**src/rv_isa_pkg.sv**
```systemverilog
// RV32I instruction set definitions
`default_nettype none

package rv_isa_pkg;

	// --------------------
	// widths and basic types

	localparam int XLEN      = 32;
	localparam int W_REGADDR = 5;

	typedef logic [31:0]          instr_t;
	typedef logic [W_REGADDR-1:0] reg_addr_t;

	// --------------------
	// major opcodes, taken from instruction bits 6:2

	typedef enum logic [4:0] {
		OPC_LOAD     = 5'b00000,
		OPC_MISC_MEM = 5'b00011,
		OPC_OP_IMM   = 5'b00100,
		OPC_AUIPC    = 5'b00101,
		OPC_STORE    = 5'b01000,
		OPC_OP       = 5'b01100,
		OPC_LUI      = 5'b01101,
		OPC_BRANCH   = 5'b11000,
		OPC_JALR     = 5'b11001,
		OPC_JAL      = 5'b11011
	} opcode_e;

	// --------------------
	// funct3 and funct7 encodings

	// branch conditions
	localparam logic [2:0] F3_BEQ  = 3'b000;
	localparam logic [2:0] F3_BNE  = 3'b001;
	localparam logic [2:0] F3_BLT  = 3'b100;
	localparam logic [2:0] F3_BGE  = 3'b101;
	localparam logic [2:0] F3_BLTU = 3'b110;
	localparam logic [2:0] F3_BGEU = 3'b111;

	// load and store access sizes, the U forms exist for loads only
	localparam logic [2:0] F3_MEM_B  = 3'b000;
	localparam logic [2:0] F3_MEM_H  = 3'b001;
	localparam logic [2:0] F3_MEM_W  = 3'b010;
	localparam logic [2:0] F3_MEM_BU = 3'b100;
	localparam logic [2:0] F3_MEM_HU = 3'b101;

	// integer ALU operations, shared by OP and OP-IMM
	localparam logic [2:0] F3_ADD  = 3'b000;
	localparam logic [2:0] F3_SLL  = 3'b001;
	localparam logic [2:0] F3_SLT  = 3'b010;
	localparam logic [2:0] F3_SLTU = 3'b011;
	localparam logic [2:0] F3_XOR  = 3'b100;
	localparam logic [2:0] F3_SR   = 3'b101;
	localparam logic [2:0] F3_OR   = 3'b110;
	localparam logic [2:0] F3_AND  = 3'b111;

	localparam logic [2:0] F3_JALR  = 3'b000;
	localparam logic [2:0] F3_FENCE = 3'b000;

	// funct7 is either all zero or selects SUB/SRA
	localparam logic [6:0] F7_BASE = 7'b0000000;
	localparam logic [6:0] F7_ALT  = 7'b0100000;

	// --------------------
	// immediate formats, all sign extended to XLEN

	typedef struct packed {
		logic [XLEN-1:0] i;
		logic [XLEN-1:0] s;
		logic [XLEN-1:0] b;
		logic [XLEN-1:0] u;
		logic [XLEN-1:0] j;
	} imm_set_t;

endpackage

`default_nettype wire

```
**src/decode_ctrl_pkg.sv**
```systemverilog
// Decode stage control types
`default_nettype none

package decode_ctrl_pkg;

	import rv_isa_pkg::*;

	// --------------------
	// execute stage controls

	typedef enum logic [3:0] {
		ALUOP_ADD = 4'h0,
		ALUOP_SUB = 4'h1,
		ALUOP_LT  = 4'h2,
		ALUOP_LTU = 4'h3,
		ALUOP_AND = 4'h4,
		ALUOP_OR  = 4'h5,
		ALUOP_XOR = 4'h6,
		ALUOP_SLL = 4'h7,
		ALUOP_SRL = 4'h8,
		ALUOP_SRA = 4'h9,
		// pass operand B straight through, used for LUI and store data
		ALUOP_RS2 = 4'ha
	} aluop_e;

	typedef enum logic {
		ALUSRCA_RS1 = 1'b0,
		ALUSRCA_PC  = 1'b1
	} alusrc_a_e;

	typedef enum logic {
		ALUSRCB_RS2 = 1'b0,
		ALUSRCB_IMM = 1'b1
	} alusrc_b_e;

	typedef enum logic [3:0] {
		MEMOP_NONE = 4'h0,
		MEMOP_LB   = 4'h1,
		MEMOP_LH   = 4'h2,
		MEMOP_LW   = 4'h3,
		MEMOP_LBU  = 4'h4,
		MEMOP_LHU  = 4'h5,
		MEMOP_SB   = 4'h6,
		MEMOP_SH   = 4'h7,
		MEMOP_SW   = 4'h8
	} memop_e;

	// ZERO and NZERO test the ALU result of the branch compare
	typedef enum logic [1:0] {
		BCOND_NEVER  = 2'h0,
		BCOND_ALWAYS = 2'h1,
		BCOND_ZERO   = 2'h2,
		BCOND_NZERO  = 2'h3
	} bcond_e;

	typedef enum logic [1:0] {
		EXCEPT_NONE          = 2'h0,
		EXCEPT_INSTR_ILLEGAL = 2'h1,
		EXCEPT_INSTR_FAULT   = 2'h2
	} except_e;

	// --------------------
	// current instruction register from fetch

	typedef struct packed {
		instr_t     instr;
		logic [1:0] vld;
		logic [1:0] err;
	} fetch_cir_t;

	// everything execute needs for one instruction
	typedef struct packed {
		reg_addr_t       rs1;
		reg_addr_t       rs2;
		reg_addr_t       rd;
		logic [XLEN-1:0] imm;
		alusrc_a_e       alusrc_a;
		alusrc_b_e       alusrc_b;
		aluop_e          aluop;
		memop_e          memop;
		bcond_e          branchcond;
		logic [XLEN-1:0] addr_offs;
		logic            addr_is_regoffs;
		except_e         except;
		logic [2:0]      funct3;
	} d_ctrl_t;

endpackage

`default_nettype wire

```
**src/imm_gen.sv**
```systemverilog
// Immediate generator
`timescale 1ns/1ps
`default_nettype none

module imm_gen
	import rv_isa_pkg::*;
(
	input  instr_t   instr_i,
	output imm_set_t imm_o
);

	// bit 31 of the instruction is always the sign bit
	logic sign;

	assign sign = instr_i[31];

	// I format: loads, JALR and OP-IMM
	assign imm_o.i = {{21{sign}}, instr_i[30:20]};

	// S format splits the offset around the rd field
	assign imm_o.s = {{21{sign}}, instr_i[30:25], instr_i[11:7]};

	// B format is a halfword offset, so bit 0 is always zero
	assign imm_o.b = {
		{20{sign}},
		instr_i[7],
		instr_i[30:25],
		instr_i[11:8],
		1'b0
	};

	// U format fills the upper twenty bits and leaves the rest clear
	assign imm_o.u = {instr_i[31:12], 12'h000};

	// J format, again a halfword offset
	assign imm_o.j = {
		{12{sign}},
		instr_i[19:12],
		instr_i[20],
		instr_i[30:21],
		1'b0
	};

endmodule

`default_nettype wire

```
**src/instr_decoder.sv**
```systemverilog
// RV32I instruction decoder
`timescale 1ns/1ps
`default_nettype none

module instr_decoder
	import rv_isa_pkg::*;
	import decode_ctrl_pkg::*;
(
	input  instr_t     instr_i,
	input  logic [1:0] err_i,
	input  logic       starved_i,
	input  imm_set_t   imm_i,
	output d_ctrl_t    ctrl_o
);

	localparam reg_addr_t X0 = '0;

	opcode_e    opc;
	logic [2:0] f3;
	logic [6:0] f7;
	logic       fault;
	logic       illegal;

	assign opc = opcode_e'(instr_i[6:2]);
	assign f3  = instr_i[14:12];
	assign f7  = instr_i[31:25];

	// a bus error on either halfword poisons the whole 32-bit word
	assign fault = !starved_i && |err_i;

	// --------------------
	// opcode table

	always_comb begin
		ctrl_o.rs1             = instr_i[19:15];
		ctrl_o.rs2             = instr_i[24:20];
		ctrl_o.rd              = instr_i[11:7];
		ctrl_o.imm             = imm_i.i;
		ctrl_o.alusrc_a        = ALUSRCA_RS1;
		ctrl_o.alusrc_b        = ALUSRCB_RS2;
		ctrl_o.aluop           = ALUOP_ADD;
		ctrl_o.memop           = MEMOP_NONE;
		ctrl_o.branchcond      = BCOND_NEVER;
		ctrl_o.addr_is_regoffs = 1'b0;
		ctrl_o.except          = EXCEPT_NONE;
		ctrl_o.funct3          = f3;
		// low bits other than 11 would mean a compressed or longer encoding
		illegal = instr_i[1:0] != 2'b11;

		case (opc)
			OPC_LOAD: begin
				ctrl_o.rs2 = X0;
				ctrl_o.addr_is_regoffs = 1'b1;
				case (f3)
					F3_MEM_B:  ctrl_o.memop = MEMOP_LB;
					F3_MEM_H:  ctrl_o.memop = MEMOP_LH;
					F3_MEM_W:  ctrl_o.memop = MEMOP_LW;
					F3_MEM_BU: ctrl_o.memop = MEMOP_LBU;
					F3_MEM_HU: ctrl_o.memop = MEMOP_LHU;
					default:   illegal = 1'b1;
				endcase
			end
			OPC_STORE: begin
				ctrl_o.rd = X0;
				ctrl_o.addr_is_regoffs = 1'b1;
				// the ALU carries the store data through from rs2
				ctrl_o.aluop = ALUOP_RS2;
				case (f3)
					F3_MEM_B: ctrl_o.memop = MEMOP_SB;
					F3_MEM_H: ctrl_o.memop = MEMOP_SH;
					F3_MEM_W: ctrl_o.memop = MEMOP_SW;
					default:  illegal = 1'b1;
				endcase
			end
			OPC_BRANCH: begin
				ctrl_o.rd = X0;
				case (f3)
					F3_BEQ: begin
						ctrl_o.aluop = ALUOP_SUB;
						ctrl_o.branchcond = BCOND_ZERO;
					end
					F3_BNE: begin
						ctrl_o.aluop = ALUOP_SUB;
						ctrl_o.branchcond = BCOND_NZERO;
					end
					F3_BLT: begin
						ctrl_o.aluop = ALUOP_LT;
						ctrl_o.branchcond = BCOND_NZERO;
					end
					F3_BGE: begin
						ctrl_o.aluop = ALUOP_LT;
						ctrl_o.branchcond = BCOND_ZERO;
					end
					F3_BLTU: begin
						ctrl_o.aluop = ALUOP_LTU;
						ctrl_o.branchcond = BCOND_NZERO;
					end
					F3_BGEU: begin
						ctrl_o.aluop = ALUOP_LTU;
						ctrl_o.branchcond = BCOND_ZERO;
					end
					default: illegal = 1'b1;
				endcase
			end
			// jumps compute the link address pc + 4 in the ALU
			OPC_JALR, OPC_JAL: begin
				ctrl_o.rs2 = X0;
				ctrl_o.alusrc_a = ALUSRCA_PC;
				ctrl_o.alusrc_b = ALUSRCB_IMM;
				ctrl_o.imm = XLEN'(4);
				ctrl_o.branchcond = BCOND_ALWAYS;
				if (opc == OPC_JAL) begin
					ctrl_o.rs1 = X0;
				end else begin
					ctrl_o.addr_is_regoffs = 1'b1;
					illegal = illegal || f3 != F3_JALR;
				end
			end
			OPC_LUI, OPC_AUIPC: begin
				ctrl_o.rs1 = X0;
				ctrl_o.rs2 = X0;
				ctrl_o.imm = imm_i.u;
				ctrl_o.alusrc_b = ALUSRCB_IMM;
				if (opc == OPC_LUI) begin
					ctrl_o.aluop = ALUOP_RS2;
				end else begin
					ctrl_o.alusrc_a = ALUSRCA_PC;
				end
			end
			OPC_OP_IMM: begin
				ctrl_o.rs2 = X0;
				ctrl_o.alusrc_b = ALUSRCB_IMM;
				case (f3)
					F3_ADD:  ctrl_o.aluop = ALUOP_ADD;
					F3_SLT:  ctrl_o.aluop = ALUOP_LT;
					F3_SLTU: ctrl_o.aluop = ALUOP_LTU;
					F3_XOR:  ctrl_o.aluop = ALUOP_XOR;
					F3_OR:   ctrl_o.aluop = ALUOP_OR;
					F3_AND:  ctrl_o.aluop = ALUOP_AND;
					F3_SLL: begin
						ctrl_o.aluop = ALUOP_SLL;
						illegal = illegal || f7 != F7_BASE;
					end
					F3_SR: begin
						ctrl_o.aluop = f7 == F7_ALT ? ALUOP_SRA : ALUOP_SRL;
						illegal = illegal || (f7 != F7_BASE && f7 != F7_ALT);
					end
				endcase
			end
			OPC_OP: begin
				if (f7 == F7_ALT) begin
					case (f3)
						F3_ADD:  ctrl_o.aluop = ALUOP_SUB;
						F3_SR:   ctrl_o.aluop = ALUOP_SRA;
						default: illegal = 1'b1;
					endcase
				end else begin
					illegal = illegal || f7 != F7_BASE;
					case (f3)
						F3_ADD:  ctrl_o.aluop = ALUOP_ADD;
						F3_SLL:  ctrl_o.aluop = ALUOP_SLL;
						F3_SLT:  ctrl_o.aluop = ALUOP_LT;
						F3_SLTU: ctrl_o.aluop = ALUOP_LTU;
						F3_XOR:  ctrl_o.aluop = ALUOP_XOR;
						F3_SR:   ctrl_o.aluop = ALUOP_SRL;
						F3_OR:   ctrl_o.aluop = ALUOP_OR;
						F3_AND:  ctrl_o.aluop = ALUOP_AND;
					endcase
				end
			end
			// FENCE is a NOP since a single-issue in-order core has nothing to order
			OPC_MISC_MEM: begin
				ctrl_o.rs1 = X0;
				ctrl_o.rs2 = X0;
				ctrl_o.rd = X0;
				illegal = illegal || f3 != F3_FENCE;
			end
			default: illegal = 1'b1;
		endcase

		// --------------------
		// address offset for jumps, branches and memory accesses

		case (opc)
			OPC_JAL:    ctrl_o.addr_offs = imm_i.j;
			OPC_BRANCH: ctrl_o.addr_offs = imm_i.b;
			OPC_STORE:  ctrl_o.addr_offs = imm_i.s;
			default:    ctrl_o.addr_offs = imm_i.i;
		endcase

		// --------------------
		// a bubble leaves the instruction without side effects in execute
		if (starved_i || illegal || fault) begin
			ctrl_o.rs1 = X0;
			ctrl_o.rs2 = X0;
			ctrl_o.rd = X0;
			ctrl_o.memop = MEMOP_NONE;
			ctrl_o.branchcond = BCOND_NEVER;
			// keeps the data address bus quiet while nothing is issued
			ctrl_o.addr_is_regoffs = 1'b1;
			if (fault) begin
				ctrl_o.except = EXCEPT_INSTR_FAULT;
			end else if (illegal && !starved_i) begin
				ctrl_o.except = EXCEPT_INSTR_ILLEGAL;
			end
		end
	end

endmodule

`default_nettype wire

```
**src/pc_ctrl.sv**
```systemverilog
// Decode PC and instruction register control
`timescale 1ns/1ps
`default_nettype none

module pc_ctrl
	import rv_isa_pkg::*;
#(
	parameter logic [XLEN-1:0] RESET_VECTOR = 32'h0000_0000
) (
	input  logic            clk,
	input  logic            rst_n,
	input  logic [1:0]      vld_i,
	input  logic            x_stall_i,
	input  logic            f_jump_now_i,
	input  logic [XLEN-1:0] f_jump_target_i,
	output logic [XLEN-1:0] pc_o,
	output logic [1:0]      cir_use_o,
	output logic            starved_o
);

	logic [XLEN-1:0] pc;
	logic            stalled;

	if (RESET_VECTOR[1:0] != 2'b00) begin : g_bad_reset_vector
		$error("reset vector must be word aligned");
	end

	// every instruction is 32 bits, so both halfwords must be present
	assign starved_o = vld_i < 2'd2;
	assign stalled   = starved_o || x_stall_i;
	assign cir_use_o = stalled ? 2'd0 : 2'd2;
	assign pc_o      = pc;

	// --------------------
	// a redirect from fetch wins over both stall and sequential advance
	always_ff @(posedge clk or negedge rst_n) begin
		if (!rst_n) begin
			pc <= RESET_VECTOR;
		end else if (f_jump_now_i) begin
			pc <= f_jump_target_i;
		end else if (!stalled) begin
			pc <= pc + XLEN'(4);
		end
	end

	a_jump_aligned: assert property (@(posedge clk) disable iff (!rst_n)
		f_jump_now_i |-> f_jump_target_i[1:0] == 2'b00);

	// the instruction register holds two halfwords at most
	a_vld_in_range: assert property (@(posedge clk) disable iff (!rst_n)
		vld_i <= 2'd2);

endmodule

`default_nettype wire

```
**src/decode_top.sv**
```systemverilog
// RV32I decode stage
`timescale 1ns/1ps
`default_nettype none

module decode_top
	import rv_isa_pkg::*;
	import decode_ctrl_pkg::*;
#(
	parameter logic [XLEN-1:0] RESET_VECTOR = 32'h0000_0000
) (
	input  logic            clk,
	input  logic            rst_n,
	input  fetch_cir_t      cir_i,
	input  logic            x_stall_i,
	input  logic            f_jump_now_i,
	input  logic [XLEN-1:0] f_jump_target_i,
	output d_ctrl_t         ctrl_o,
	output logic [XLEN-1:0] pc_o,
	output logic [1:0]      cir_use_o,
	output logic            starved_o
);

	imm_set_t imm;

	imm_gen imm_gen_i (
		.instr_i (cir_i.instr),
		.imm_o   (imm)
	);

	instr_decoder instr_decoder_i (
		.instr_i   (cir_i.instr),
		.err_i     (cir_i.err),
		.starved_i (starved_o),
		.imm_i     (imm),
		.ctrl_o    (ctrl_o)
	);

	pc_ctrl #(
		.RESET_VECTOR (RESET_VECTOR)
	) pc_ctrl_i (
		.clk             (clk),
		.rst_n           (rst_n),
		.vld_i           (cir_i.vld),
		.x_stall_i       (x_stall_i),
		.f_jump_now_i    (f_jump_now_i),
		.f_jump_target_i (f_jump_target_i),
		.pc_o            (pc_o),
		.cir_use_o       (cir_use_o),
		.starved_o       (starved_o)
	);

endmodule

`default_nettype wire

```
**config.mk**
```make
export PLATFORM = sky130hd
export DESIGN_NAME = decode_top
export DESIGN_NICKNAME = d
export VERILOG_FILES = /design/src/rv_isa_pkg.sv /design/src/decode_ctrl_pkg.sv /design/src/imm_gen.sv /design/src/instr_decoder.sv /design/src/pc_ctrl.sv /design/src/decode_top.sv
export SDC_FILE = /design/constraint.sdc
export NUM_CORES = 1
export LEC_CHECK = 0
export BUFFER_PORTS_ARGS = -buffer_cell sky130_fd_sc_hd__buf_2
export CAP_MARGIN = 5
export CORE_ASPECT_RATIO = 1.25
export CORE_UTILIZATION = 47
export DETAILED_ROUTE_END_ITERATION = 16
export GPL_TIMING_DRIVEN = 1
export PLACE_DENSITY_LB_ADDON = 0.25
export RECOVER_POWER = 25
export SLEW_MARGIN = 25
export SYNTH_ARGS = -nofsm -noshare
export SYNTH_HDL_FRONTEND = slang
export SYNTH_SLANG_ARGS = --single-unit
```
**constraint.sdc**
```tcl
create_clock -name clk -period 4.3 [get_ports clk]
set_input_delay 0 -clock clk [delete_from_list [all_inputs] [get_ports clk]]
set_output_delay 0 -clock clk [all_outputs]
set_load 0.1 [all_outputs]
```
=== Word level (Yosys, flattened, before mapping) ===
Memory sizes are Yosys's and may differ from the RTL's.
Index checks and enable logic that the tools add are counted.

* Flip-flop bits (word level): 32
* Bits in read-only memories: 32
* Bits of input ports: 72
* Output and inout bits: 132
* Word-level logic and storage cells: 93
* Memories kept: 1

* $add $sub $neg: 1
* $lt $le $gt $ge: 1
* Eq/ne operators: 20
* Multiplexer cells: 38
* Reduce and logical (&&, ||, !) cells: 31

{| class="wikitable"
|+ Memory list
! name !! words !! bits a word !! rd ports !! clocked after Yosys merged registers in !! wr ports !! line !! source
|-
| (name not given) || 8 || 4 || 1 || 0 || 0 || instr_decoder.sv:159 || <nowiki>case (f3)</nowiki>
|}

{| class="wikitable"
|+ Operators with widths
! kind !! count
|-
| $pmux W33 S2 || 1
|-
| $mux W32 || 2
|-
| $pmux W20 S3 || 1
|-
| $add A32 B3 Y32 const B || 1
|-
| $pmux W4 S8 || 1
|-
| $pmux W4 S5 || 1
|-
| $pmux W4 S2 || 2
|-
| $reduce_or A2 Y1 || 8
|-
| $eq A5 B4 Y1 const B || 3
|-
| $eq A5 B5 Y1 const B || 3
|-
| $mux W15 || 1
|-
| $mux W5 || 3
|-
| $pmux W3 S5 || 1
|-
| $reduce_or A3 Y1 || 5
|-
| $eq A3 B3 Y1 const B || 4
|-
| $pmux W4 S3 || 1
|-
| $mux W1 || 11
|-
| $eq A5 B3 Y1 const B || 2
|-
| $pmux W5 S2 || 1
|-
| $reduce_or A5 Y1 || 2
|-
| $mux W4 || 2
|-
| $pmux W1 S8 || 1
|-
| $pmux W2 S2 || 2
|-
| $eq A7 B6 Y1 const B || 1
|-
| other kinds (20) || 31
|}

=== Depth between registers and ports, before layout ===
Gate-level depths: netlist (run 1).

* Depth in word-level cells: 9
* Depth in mapped cells: 7
* Depth with buffers taken out: 6

=== Cells and area by module ===
From an unflattened synthesis (run 1), not the netlist that was laid out.

* Cell total of the unflattened synthesis: 717
* Area, all modules: 5192.5 um^2

{| class="wikitable"
|+ Modules (own cells, without submodules)
! module !! instances !! cells each !! area each (um^2) !! sequential area each (um^2)
|-
| instr_decoder || 1 || 369 || 2200.9 || 0.0
|-
| pc_ctrl || 1 || 187 || 1786.7 || 800.8
|-
| imm_gen || 1 || 161 || 1204.9 || 0.0
|}

=== Worst setup path before layout (run 1) ===
OpenSTA, ideal clock, no wires.

* Path type: input to output
* From: input port cir_i[17] (netlist name)
* To: output port ctrl_o[43] (netlist name)
* Arrival time: 3.848 ns
* Data required time: 4.300 ns
* Path slack: 0.452 ns
* Stages on the path: 6
* Path buffers: 1
* Cell sequence: buf_2 nand2b_1 a21boi_0 o311a_1 o2111ai_2 nor4bb_1

{| class="wikitable"
|+ RTL lines
! element !! line !! source
|-
| from (decl) || decode_top.sv:13 || <nowiki>input fetch_cir_t cir_i,</nowiki>
|-
| to (decl) || decode_top.sv:17 || <nowiki>output d_ctrl_t ctrl_o,</nowiki>
|}

==> results of run 1 <==
==> cell families (layout without fill, tap and decap cells) <==
logic type,after synthesis,in the layout,share of synthesized area
DFF,32,32,0.248
AOI/OAI and AO/OA,75,75,0.149
muxes,7,7,0.0237
other,1,1,0.00116
xor gates and xnor gates,34,34,0.0923
adders and majority gates,1,1,0.00388
buffers and inverters,63,252,0.106
and+or+nand+nor,250,250,0.376
==> through the flow <==
| step | utilization | power (uW) | cell area (um^2) | setup WS, ps | std cells |
|---|---|---|---|---|---|
| after floorplan | - | 1070 | 3230 | 452 | 463 |
| after global placement | 0.616 | 1200 | 4070 | 1630 | 699 |
| after detailed placement | 0.617 | 1210 | 4070 | 1460 | 699 |
| after CTS | 0.678 | 1450 | 4480 | 1450 | 739 |
| after global routing | 0.674 | 1510 | 4450 | 1590 | 739 |
| final | 0.674 | 1460 | 4450 | 1810 | 739 |
==> layer usage <==
layer	vias to the layer above	global-route usage	routed length, um
li1	1949	-	-
met1	1874	0.366	4430
met2	209	0.564	5850
met3	24	0.0473	835
met4	0	0.125	277
met5	-	0	0
==> how the worst max path moves through the flow <==
stage                         start    endpoint  slack, ps  cells after the start
after floorplan           cir_i[17]  ctrl_o[43]        450                      6
after global placement     cir_i[7]  ctrl_o[67]       1630                      7
after detailed placement   cir_i[7]  ctrl_o[71]       1460                      7
after CTS                  cir_i[7]  ctrl_o[71]       1450                      7
after global routing       cir_i[7]  ctrl_o[69]       1590                      7
final                      cir_i[7]  ctrl_o[70]       1810                      7
==> placed cells by master, fill, tap and decap left out, types with 2 or more instances in the layout <==
cell type / synthesis / layout
sky130_fd_sc_hd__a21boi_0: 2 / 2
sky130_fd_sc_hd__a21o_1: 2 / 2
sky130_fd_sc_hd__a21oi_1: 5 / 5
sky130_fd_sc_hd__a31o_2: 2 / 2
sky130_fd_sc_hd__and2_1: 18 / 18
sky130_fd_sc_hd__and3_1: 7 / 7
sky130_fd_sc_hd__and4_1: 4 / 4
sky130_fd_sc_hd__buf_2: 12 / 177
sky130_fd_sc_hd__buf_4: 22 / 4
sky130_fd_sc_hd__clkbuf_1: 19 / 25
sky130_fd_sc_hd__clkbuf_8: 0 / 5
sky130_fd_sc_hd__dfrtp_1: 32 / 32
sky130_fd_sc_hd__dlygate4sd3_1: 0 / 33
sky130_fd_sc_hd__inv_1: 7 / 7
sky130_fd_sc_hd__mux2_2: 5 / 5
sky130_fd_sc_hd__mux2i_1: 2 / 2
sky130_fd_sc_hd__nand2_1: 108 / 108
sky130_fd_sc_hd__nand2b_1: 4 / 4
sky130_fd_sc_hd__nand3_1: 25 / 25
sky130_fd_sc_hd__nand3b_1: 3 / 3
sky130_fd_sc_hd__nand4_1: 15 / 15
sky130_fd_sc_hd__nor2_1: 22 / 22
sky130_fd_sc_hd__nor2b_1: 5 / 5
sky130_fd_sc_hd__nor3_1: 28 / 27
sky130_fd_sc_hd__o211ai_1: 4 / 4
sky130_fd_sc_hd__o21a_1: 4 / 4
sky130_fd_sc_hd__o21ai_0: 40 / 39
sky130_fd_sc_hd__o221ai_1: 2 / 2
sky130_fd_sc_hd__o311a_1: 2 / 2
sky130_fd_sc_hd__o31ai_1: 2 / 2
sky130_fd_sc_hd__or3_1: 2 / 2
sky130_fd_sc_hd__xnor2_1: 7 / 7
sky130_fd_sc_hd__xor2_1: 27 / 27
==> final cells by class <==
type,count,area [um^2]
Tap cell,87,109
Inverter,7,26.3
Clock buffer,6,72.6
Timing Repair Buffer,238,1340
Fill cell,579,2150
Multi-Input combinational cell,368,2100
Clock inverter,1,5.00
Sequential cell,32,801
==> power groups by stage <==
| stage | logic, uW | clock network [uW] | registers [uW] |
|---|---|---|---|
| floorplan | 502 | 0 | 568 |
| global placement | 838 | 0 | 365 |
| detailed placement | 845 | 0 | 366 |
| CTS | 868 | 224 | 362 |
| global route | 904 | 238 | 368 |
| finish | 872 | 222 | 364 |
==> worst max-delay path: stages <==
cell                      delay [ps]
sky130_fd_sc_hd__buf_2           350
sky130_fd_sc_hd__nor2_1          120
sky130_fd_sc_hd__and2_1          240
sky130_fd_sc_hd__o21ai_1         560
sky130_fd_sc_hd__nand2_1         580
sky130_fd_sc_hd__nand2_1         190
sky130_fd_sc_hd__buf_2           440
==> timing repair <==
item	in CTS	in global routing
resized for setup	0	0
hold buffers	33	0
hold endpoints to repair	64	0
==> metrics.txt, run 1 <==
# TYPE chip_impl_metric gauge
chip_impl_info{name="cts_tree",value="done"} 1
chip_impl_metric{name="finalWorstPathRequiredPeriod",unit="ps"} 2490
chip_impl_metric{name="clock_skews",unit="ps"} 6.81
chip_impl_metric{name="avgSynthCellArea",unit="um^2"} 6.97
chip_impl_metric{name="synth-async-reset-ratio",unit=""} 1.00
chip_impl_metric{name="num-nets-final",unit=""} 725
chip_impl_metric{name="largest_register_ff_count",unit=""} 32
chip_impl_metric{name="cts_post_setup_buffers_inserted",unit=""} 0
chip_impl_metric{name="final.setup.tns",unit="ps"} 0
chip_impl_metric{name="route.antenna.remaining_nets",unit=""} 0
chip_impl_metric{name="cp.required",unit="ps"} 4300
chip_impl_metric{name="die_w",unit="um"} 76.1
chip_impl_metric{name="route.detailed.drc",unit=""} 0
chip_impl_metric{name="arrival_time_worst_endpoint",unit="ps"} 2490
chip_impl_metric{name="first_iter_violations",unit=""} 275
chip_impl_metric{name="synthesis.nets",unit=""} 536
chip_impl_metric{name="cts.sinks",unit=""} 32
chip_impl_info{name="synth.area.top_cells",value="sky130_fd_sc_hd__dfrtp_1, sky130_fd_sc_hd__nand2_1, sky130_fd_sc_hd__xor2_1"} 1
chip_impl_info{name="critical_path.reg2reg.startpoint",value="pc_ctrl_i.pc_o[2]"} 1
chip_impl_info{name="timing.setup.critical_path_class",value="primary input to output pin"} 1
chip_impl_metric{name="vias_in_the_first_global_route",unit=""} 3662
chip_impl_metric{name="reg2reg_depth",unit=""} 6
chip_impl_metric{name="placement_rows",unit=""} 33
chip_impl_metric{name="initial_utilization",unit=""} 0.488
chip_impl_info{name="worst_hold_path.endpoint",value="pc_ctrl_i.pc_o[4]"} 1
chip_impl_metric{name="holdWs",unit="ps"} 172
chip_impl_metric{name="synth.distinct_cells",unit=""} 54
chip_impl_info{name="rr_endpoint",value="pc_ctrl_i.pc_o[30]"} 1
chip_impl_info{name="clockRootBuffer",value="sky130_fd_sc_hd__clkbuf_8"} 1
chip_impl_metric{name="cts_inserted_buffers",unit=""} 5
chip_impl_metric{name="global_route.overflow_total",unit=""} 0
chip_impl_metric{name="port-buffer-count",unit=""} 201
chip_impl_metric{name="routed-via-count",unit=""} 4056
chip_impl_info{name="hold_path.startpoint",value="cir_i[3]"} 1
chip_impl_info{name="synthMostInstantiatedCell",value="sky130_fd_sc_hd__nand2_1"} 1
chip_impl_metric{name="sequential_group_share_of_total_power",unit=""} 0.250
chip_impl_metric{name="chipHeight",unit="um"} 94.6
chip_impl_info{name="violations",value="capacitance limit, slew limit"} 1
chip_impl_metric{name="syn_area",unit="um^2"} 3230
chip_impl_metric{name="grt_start_max_net_pins",unit=""} 63
chip_impl_info{name="critical_path.endpoint_type",value="output pin"} 1
chip_impl_metric{name="timing.final.max_slew_violations",unit=""} 33
chip_impl_metric{name="comb_power_share",unit=""} 0.598
chip_impl_metric{name="fin_crit_sh",unit=""} 0.579
chip_impl_metric{name="replace_congestion",unit=""} 0.906
chip_impl_metric{name="yosysWarnings",unit=""} 0
chip_impl_metric{name="average_wire_per_standard_cell",unit="um"} 15.4
chip_impl_info{name="run_status",value="finished with violations"} 1
chip_impl_metric{name="power.net_switching",unit="uW"} 870
chip_impl_metric{name="achievable-frequency",unit="MHz"} 402
chip_impl_metric{name="setup.reg_to_reg.worst_slack",unit="ps"} 2100
chip_impl_metric{name="global_route_wire_length_before_repair",unit="um"} 17900
chip_impl_metric{name="min_delay_path_depth",unit=""} 4
chip_impl_metric{name="yosys_register_bits",unit=""} 32
chip_impl_metric{name="synth.yosys.seq_area_share",unit=""} 0.248
chip_impl_metric{name="routed_wl",unit="um"} 11400
chip_impl_metric{name="switching_share",unit=""} 0.597
chip_impl_info{name="min_path_type",value="primary input to flip-flop"} 1
chip_impl_metric{name="final-setup-viol-count",unit=""} 0
chip_impl_metric{name="p_leak",unit="uW"} 0.00213
chip_impl_metric{name="clk_path_buf_depth",unit=""} 2
chip_impl_metric{name="final_hold_viol_count",unit=""} 0
chip_impl_metric{name="design.portCount",unit=""} 204
chip_impl_metric{name="cp_max_fo",unit=""} 24
chip_impl_metric{name="detail_route.first_pass.iterations",unit=""} 5
chip_impl_info{name="post_synth_most_frequent_cells",value="sky130_fd_sc_hd__nand2_1, sky130_fd_sc_hd__o21ai_0, sky130_fd_sc_hd__dfrtp_1"} 1
chip_impl_metric{name="drive_gt1_frac",unit=""} 0.307
chip_impl_metric{name="clock_edge_transition_at_the_registers_on_the_reported_setup_and_hold_paths",unit="ps"} 70
chip_impl_metric{name="h-tree-depth",unit=""} 2
chip_impl_metric{name="p_per_area",unit="nW/um^2"} 327
chip_impl_metric{name="antenna_found_initial",unit=""} 0
chip_impl_metric{name="synth_largest_type_area_fraction",unit=""} 0.248
chip_impl_metric{name="worstMarginPinSlew",unit="ps"} 1730
chip_impl_info{name="worstSetupStartpointType",value="primary input"} 1
chip_impl_metric{name="clock_share_of_power",unit=""} 0.152
chip_impl_info{name="rsz0062_at_grt",value="no"} 1
chip_impl_info{name="synthDominantAreaCellType",value="sky130_fd_sc_hd__dfrtp_1"} 1
chip_impl_metric{name="grt_use_total",unit=""} 0.310
chip_impl_metric{name="cellInternalPower",unit="uW"} 587
chip_impl_metric{name="synthesis.instances",unit=""} 463
chip_impl_metric{name="number_of_enable_type_register_cells_in_the_synthesized_netlist",unit=""} 0
chip_impl_metric{name="dieArea",unit="um^2"} 7200
chip_impl_metric{name="inserted_diodes",unit=""} 0
chip_impl_info{name="synth_top_flop_cell",value="sky130_fd_sc_hd__dfrtp_1"} 1
chip_impl_metric{name="routed_via_density",unit=""} 5.49
chip_impl_metric{name="max_cap_violations",unit=""} 1
chip_impl_metric{name="dpl.hpwl",unit="um"} 7790
chip_impl_metric{name="irDropWorstVdd",unit="uV"} 287
chip_impl_metric{name="worstSkewPairLatency",unit="ps"} 290
chip_impl_metric{name="core_area",unit="um^2"} 6610
chip_impl_metric{name="area_growth_syn_to_layout",unit="%"} 38.0
chip_impl_metric{name="max-slew-margin-rel",unit=""} -0.150
Power figures use the tool's default switching activity.
==> run 2, diff against run 1 <==
- CORE_UTILIZATION: 47 -> 40
- clock period: 4.3 -> 2.2 ns (I/O delays scaled with it)
==> run 2 against run 1 <==
Net effect: the run still ends with capacitance limit, slew limit left; register-to-register slack lost 1700 ps; sequential power is 97% higher; worst hold slack lost 47 ps; die area up 17%; non-clock buffer count up 17; routed wire length up 8.1%; total power up 120%; sequential share of layout area decreased by 3.1 points; combinational power rose by 120%; first-iteration DRC count decreased by 21%; critical path depth up 1; critical endpoint is now ctrl_o[82]; largest power group unchanged.
==> metrics.txt, run 2 (synthesis gave the netlist of run 1 again) <==
# TYPE chip_impl_metric gauge
chip_impl_info{name="run_status",value="finished with violations"} 1
chip_impl_info{name="violations",value="capacitance limit, slew limit"} 1
chip_impl_info{name="timing.critical_path.slowest_stage_cell",value="sky130_fd_sc_hd__or4b_1"} 1
chip_impl_metric{name="area_growth_syn_to_layout",unit="%"} 71.5
chip_impl_metric{name="fin_crit_sh",unit=""} 0.954
chip_impl_metric{name="finalWorstPathRequiredPeriod",unit="ps"} 2100
chip_impl_info{name="worst_hold_path.endpoint",value="pc_ctrl_i.pc_o[2]"} 1
chip_impl_metric{name="global_route.overflow_total",unit=""} 0
chip_impl_metric{name="grt_use_total",unit=""} 0.295
chip_impl_metric{name="routed_via_density",unit=""} 5.47
chip_impl_metric{name="n_fill_cell",unit=""} 614
chip_impl_info{name="worstSetupStartpointType",value="primary input"} 1
chip_impl_metric{name="cellInternalPower",unit="uW"} 1440
chip_impl_metric{name="cts_post_setup_buffers_inserted",unit=""} 0
chip_impl_metric{name="routed-via-count",unit=""} 4191
chip_impl_metric{name="antenna_found_initial",unit=""} 1
chip_impl_metric{name="p_per_area",unit="nW/um^2"} 584
chip_impl_metric{name="placement_rows",unit=""} 36
chip_impl_metric{name="cts_inserted_buffers",unit=""} 5
chip_impl_metric{name="largest_register_ff_count",unit=""} 32
chip_impl_metric{name="worstMarginPinSlew",unit="ps"} 1760
chip_impl_metric{name="cp_max_fo",unit=""} 21
chip_impl_metric{name="comb_power_share",unit=""} 0.600
chip_impl_metric{name="worst-path-buf-inv",unit=""} 3
chip_impl_metric{name="port-buffer-count",unit=""} 201
chip_impl_metric{name="final-setup-viol-count",unit=""} 0
chip_impl_metric{name="dpl.hpwl",unit="um"} 8900
chip_impl_metric{name="dieArea",unit="um^2"} 8430
chip_impl_metric{name="max-slew-margin-rel",unit=""} -0.174
chip_impl_metric{name="detail_route.first_pass.iterations",unit=""} 4
chip_impl_metric{name="cts.sinks",unit=""} 32
chip_impl_metric{name="cp.depth",unit=""} 8
chip_impl_info{name="final_cell_mix",value="sky130_fd_sc_hd__buf_2, sky130_fd_sc_hd__nand2_1, sky130_fd_sc_hd__buf_12"} 1
chip_impl_metric{name="sequential_group_share_of_total_power",unit=""} 0.222
chip_impl_info{name="critical_path.top_delay_family",value="compound AO/OA/AOI/OAI gates"} 1
chip_impl_metric{name="reg2reg_depth",unit=""} 5
chip_impl_metric{name="cp.required",unit="ps"} 2200
chip_impl_metric{name="global_route_wire_length_before_repair",unit="um"} 18900
chip_impl_metric{name="first_iter_violations",unit=""} 216
chip_impl_metric{name="footprint_of_the_flip_flops_and_latches",unit="um^2"} 825
chip_impl_metric{name="num-nets-final",unit=""} 742
chip_impl_info{name="rr_endpoint",value="pc_ctrl_i.pc_o[28]"} 1
chip_impl_metric{name="multi_input_comb_area",unit="um^2"} 2350
chip_impl_metric{name="irDropWorstVdd",unit="uV"} 803
chip_impl_metric{name="final_hold_viol_count",unit=""} 0
chip_impl_metric{name="h-tree-depth",unit=""} 2
chip_impl_info{name="layout_commonest_cell",value="sky130_fd_sc_hd__buf_2"} 1
chip_impl_metric{name="holdWs",unit="ps"} 125
chip_impl_metric{name="average_wire_per_standard_cell",unit="um"} 16.1
chip_impl_info{name="hold_path.startpoint",value="x_stall_i"} 1
chip_impl_metric{name="die_w",unit="um"} 82.3
chip_impl_metric{name="achievable-frequency",unit="MHz"} 476
chip_impl_metric{name="drive_gt1_frac",unit=""} 0.390
chip_impl_metric{name="core_area",unit="um^2"} 7790
chip_impl_info{name="critical_path.endpoint_type",value="output pin"} 1
chip_impl_metric{name="clk_path_buf_depth",unit=""} 2
chip_impl_metric{name="clock_edge_transition_at_the_registers_on_the_reported_setup_and_hold_paths",unit="ps"} 70
chip_impl_metric{name="final.setup.tns",unit="ps"} 0
chip_impl_metric{name="post_dp_cell_area",unit="um^2"} 5110
chip_impl_metric{name="design.portCount",unit=""} 204
chip_impl_metric{name="clock_skews",unit="ps"} 6.73
chip_impl_metric{name="power.net_switching",unit="uW"} 1790
chip_impl_metric{name="initial_utilization",unit=""} 0.414
chip_impl_metric{name="min_delay_path_depth",unit=""} 4
chip_impl_metric{name="worstSkewPairLatency",unit="ps"} 290
chip_impl_metric{name="route.antenna.remaining_nets",unit=""} 0
chip_impl_metric{name="max_cap_violations",unit=""} 1
chip_impl_info{name="timing.setup.critical_path_class",value="primary input to output pin"} 1
chip_impl_metric{name="clock_share_of_power",unit=""} 0.178
chip_impl_metric{name="grt_start_max_net_pins",unit=""} 51
chip_impl_metric{name="chipHeight",unit="um"} 102
chip_impl_info{name="min_path_type",value="primary input to flip-flop"} 1
chip_impl_metric{name="finish.instance_area",unit="um^2"} 5530
chip_impl_metric{name="timing.final.max_slew_violations",unit=""} 51
chip_impl_info{name="clockRootBuffer",value="sky130_fd_sc_hd__clkbuf_8"} 1
chip_impl_info{name="cts_tree",value="done"} 1
chip_impl_metric{name="setup.reg_to_reg.worst_slack",unit="ps"} 420
chip_impl_info{name="rsz0062_at_grt",value="no"} 1
chip_impl_info{name="global_route.peak_usage_layer",value="met2"} 1
chip_impl_metric{name="global_route.usage.met2",unit=""} 0.549
chip_impl_metric{name="arrival_time_worst_endpoint",unit="ps"} 2100
chip_impl_metric{name="replace_congestion",unit=""} 0.915
chip_impl_info{name="critical_path.reg2reg.startpoint",value="pc_ctrl_i.pc_o[17]"} 1
chip_impl_metric{name="slowest_delay",unit="ps"} 640
chip_impl_metric{name="route.detailed.drc",unit=""} 0
chip_impl_metric{name="use_met3",unit=""} 0.0625
chip_impl_metric{name="p_leak",unit="uW"} 0.00244
chip_impl_metric{name="final_util",unit=""} 0.710
chip_impl_metric{name="switching_share",unit=""} 0.555
chip_impl_metric{name="gr-usage-met1",unit=""} 0.307
chip_impl_metric{name="routed_wl",unit="um"} 12300
chip_impl_info{name="critical_path.cell_chain",value="buf_2 -> or4b_1 -> a311oi_2 -> o31ai_1 -> o211ai_1 -> buf_12 -> nor3_4 -> clkbuf_4"} 1
chip_impl_metric{name="vias_in_the_first_global_route",unit=""} 3899
## run 2: cell types whose count changed in the layout (fill, tap and decap cells not counted), sizes merged
cell	previous run	this run
clkinvlp	0	1
bufinv	0	1
diode	0	1
buf	181	196
clkbuf	30	31
## run 2: worst max path at each step
stage	from	end	slack (ps)
after floorplan	cir_i[17]	ctrl_o[43]	-620
after global placement	cir_i[6]	ctrl_o[82]	40
after detailed placement	cir_i[6]	ctrl_o[82]	20
after CTS	cir_i[6]	ctrl_o[82]	10
after global routing	cir_i[6]	ctrl_o[82]	20
final	cir_i[6]	ctrl_o[82]	100
## run 2: through the flow
step / power (uW) / worst slack, ps / instances
after floorplan: 2130 / -620 / 463
after global placement: 2600 / 43.5 / 724
after detailed placement: 2620 / 20.4 / 724
after CTS: 3230 / 10.8 / 765
after global routing: 3350 / 24.0 / 766
final: 3230 / 101 / 766
## run 2: power groups by stage
stage          clock network (uW)  logic [uW]  registers, uW
6_report                      577        1940            718
3_3_place_gp                    0        1880            719
5_1_grt                       610        2010            727
4_1_cts                       580        1940            714
3_5_place_dp                    0        1890            725
2_1_floorplan                   0        1020           1120
## run 2: layout make-up
type | count | area share
diodes | 1 | 0.000452
clock buffers | 5 | 0.0124
clock inverters | 3 | 0.00769
inverters | 7 | 0.00475
multi-input cells | 368 | 0.424
flip-flops and latches | 32 | 0.149
well taps | 95 | 0.0215
repair buffers | 255 | 0.380
## run 2: repair_timing
item,in CTS,in global routing
endpoints found under the hold margin,64,0
resized for setup,0,2
setup endpoints to repair,0,16
hold buffers,33,0
## run 2: worst register-to-register path, delay by kind of cell (launching register included)
kind             cells  cell delay [ps]
AO/OA/AOI/OAI        1              140
XOR/XNOR             1              180
flip-flops           1              420
AND/OR/NAND/NOR      3              820
## run 2: layer usage
layer  vias to the layer above  share of wire
met3                        33          0.082
li1                       1993              -
met5                         -              0
met2                       198           0.54
met4                         0          0.034
met1                      1967           0.35
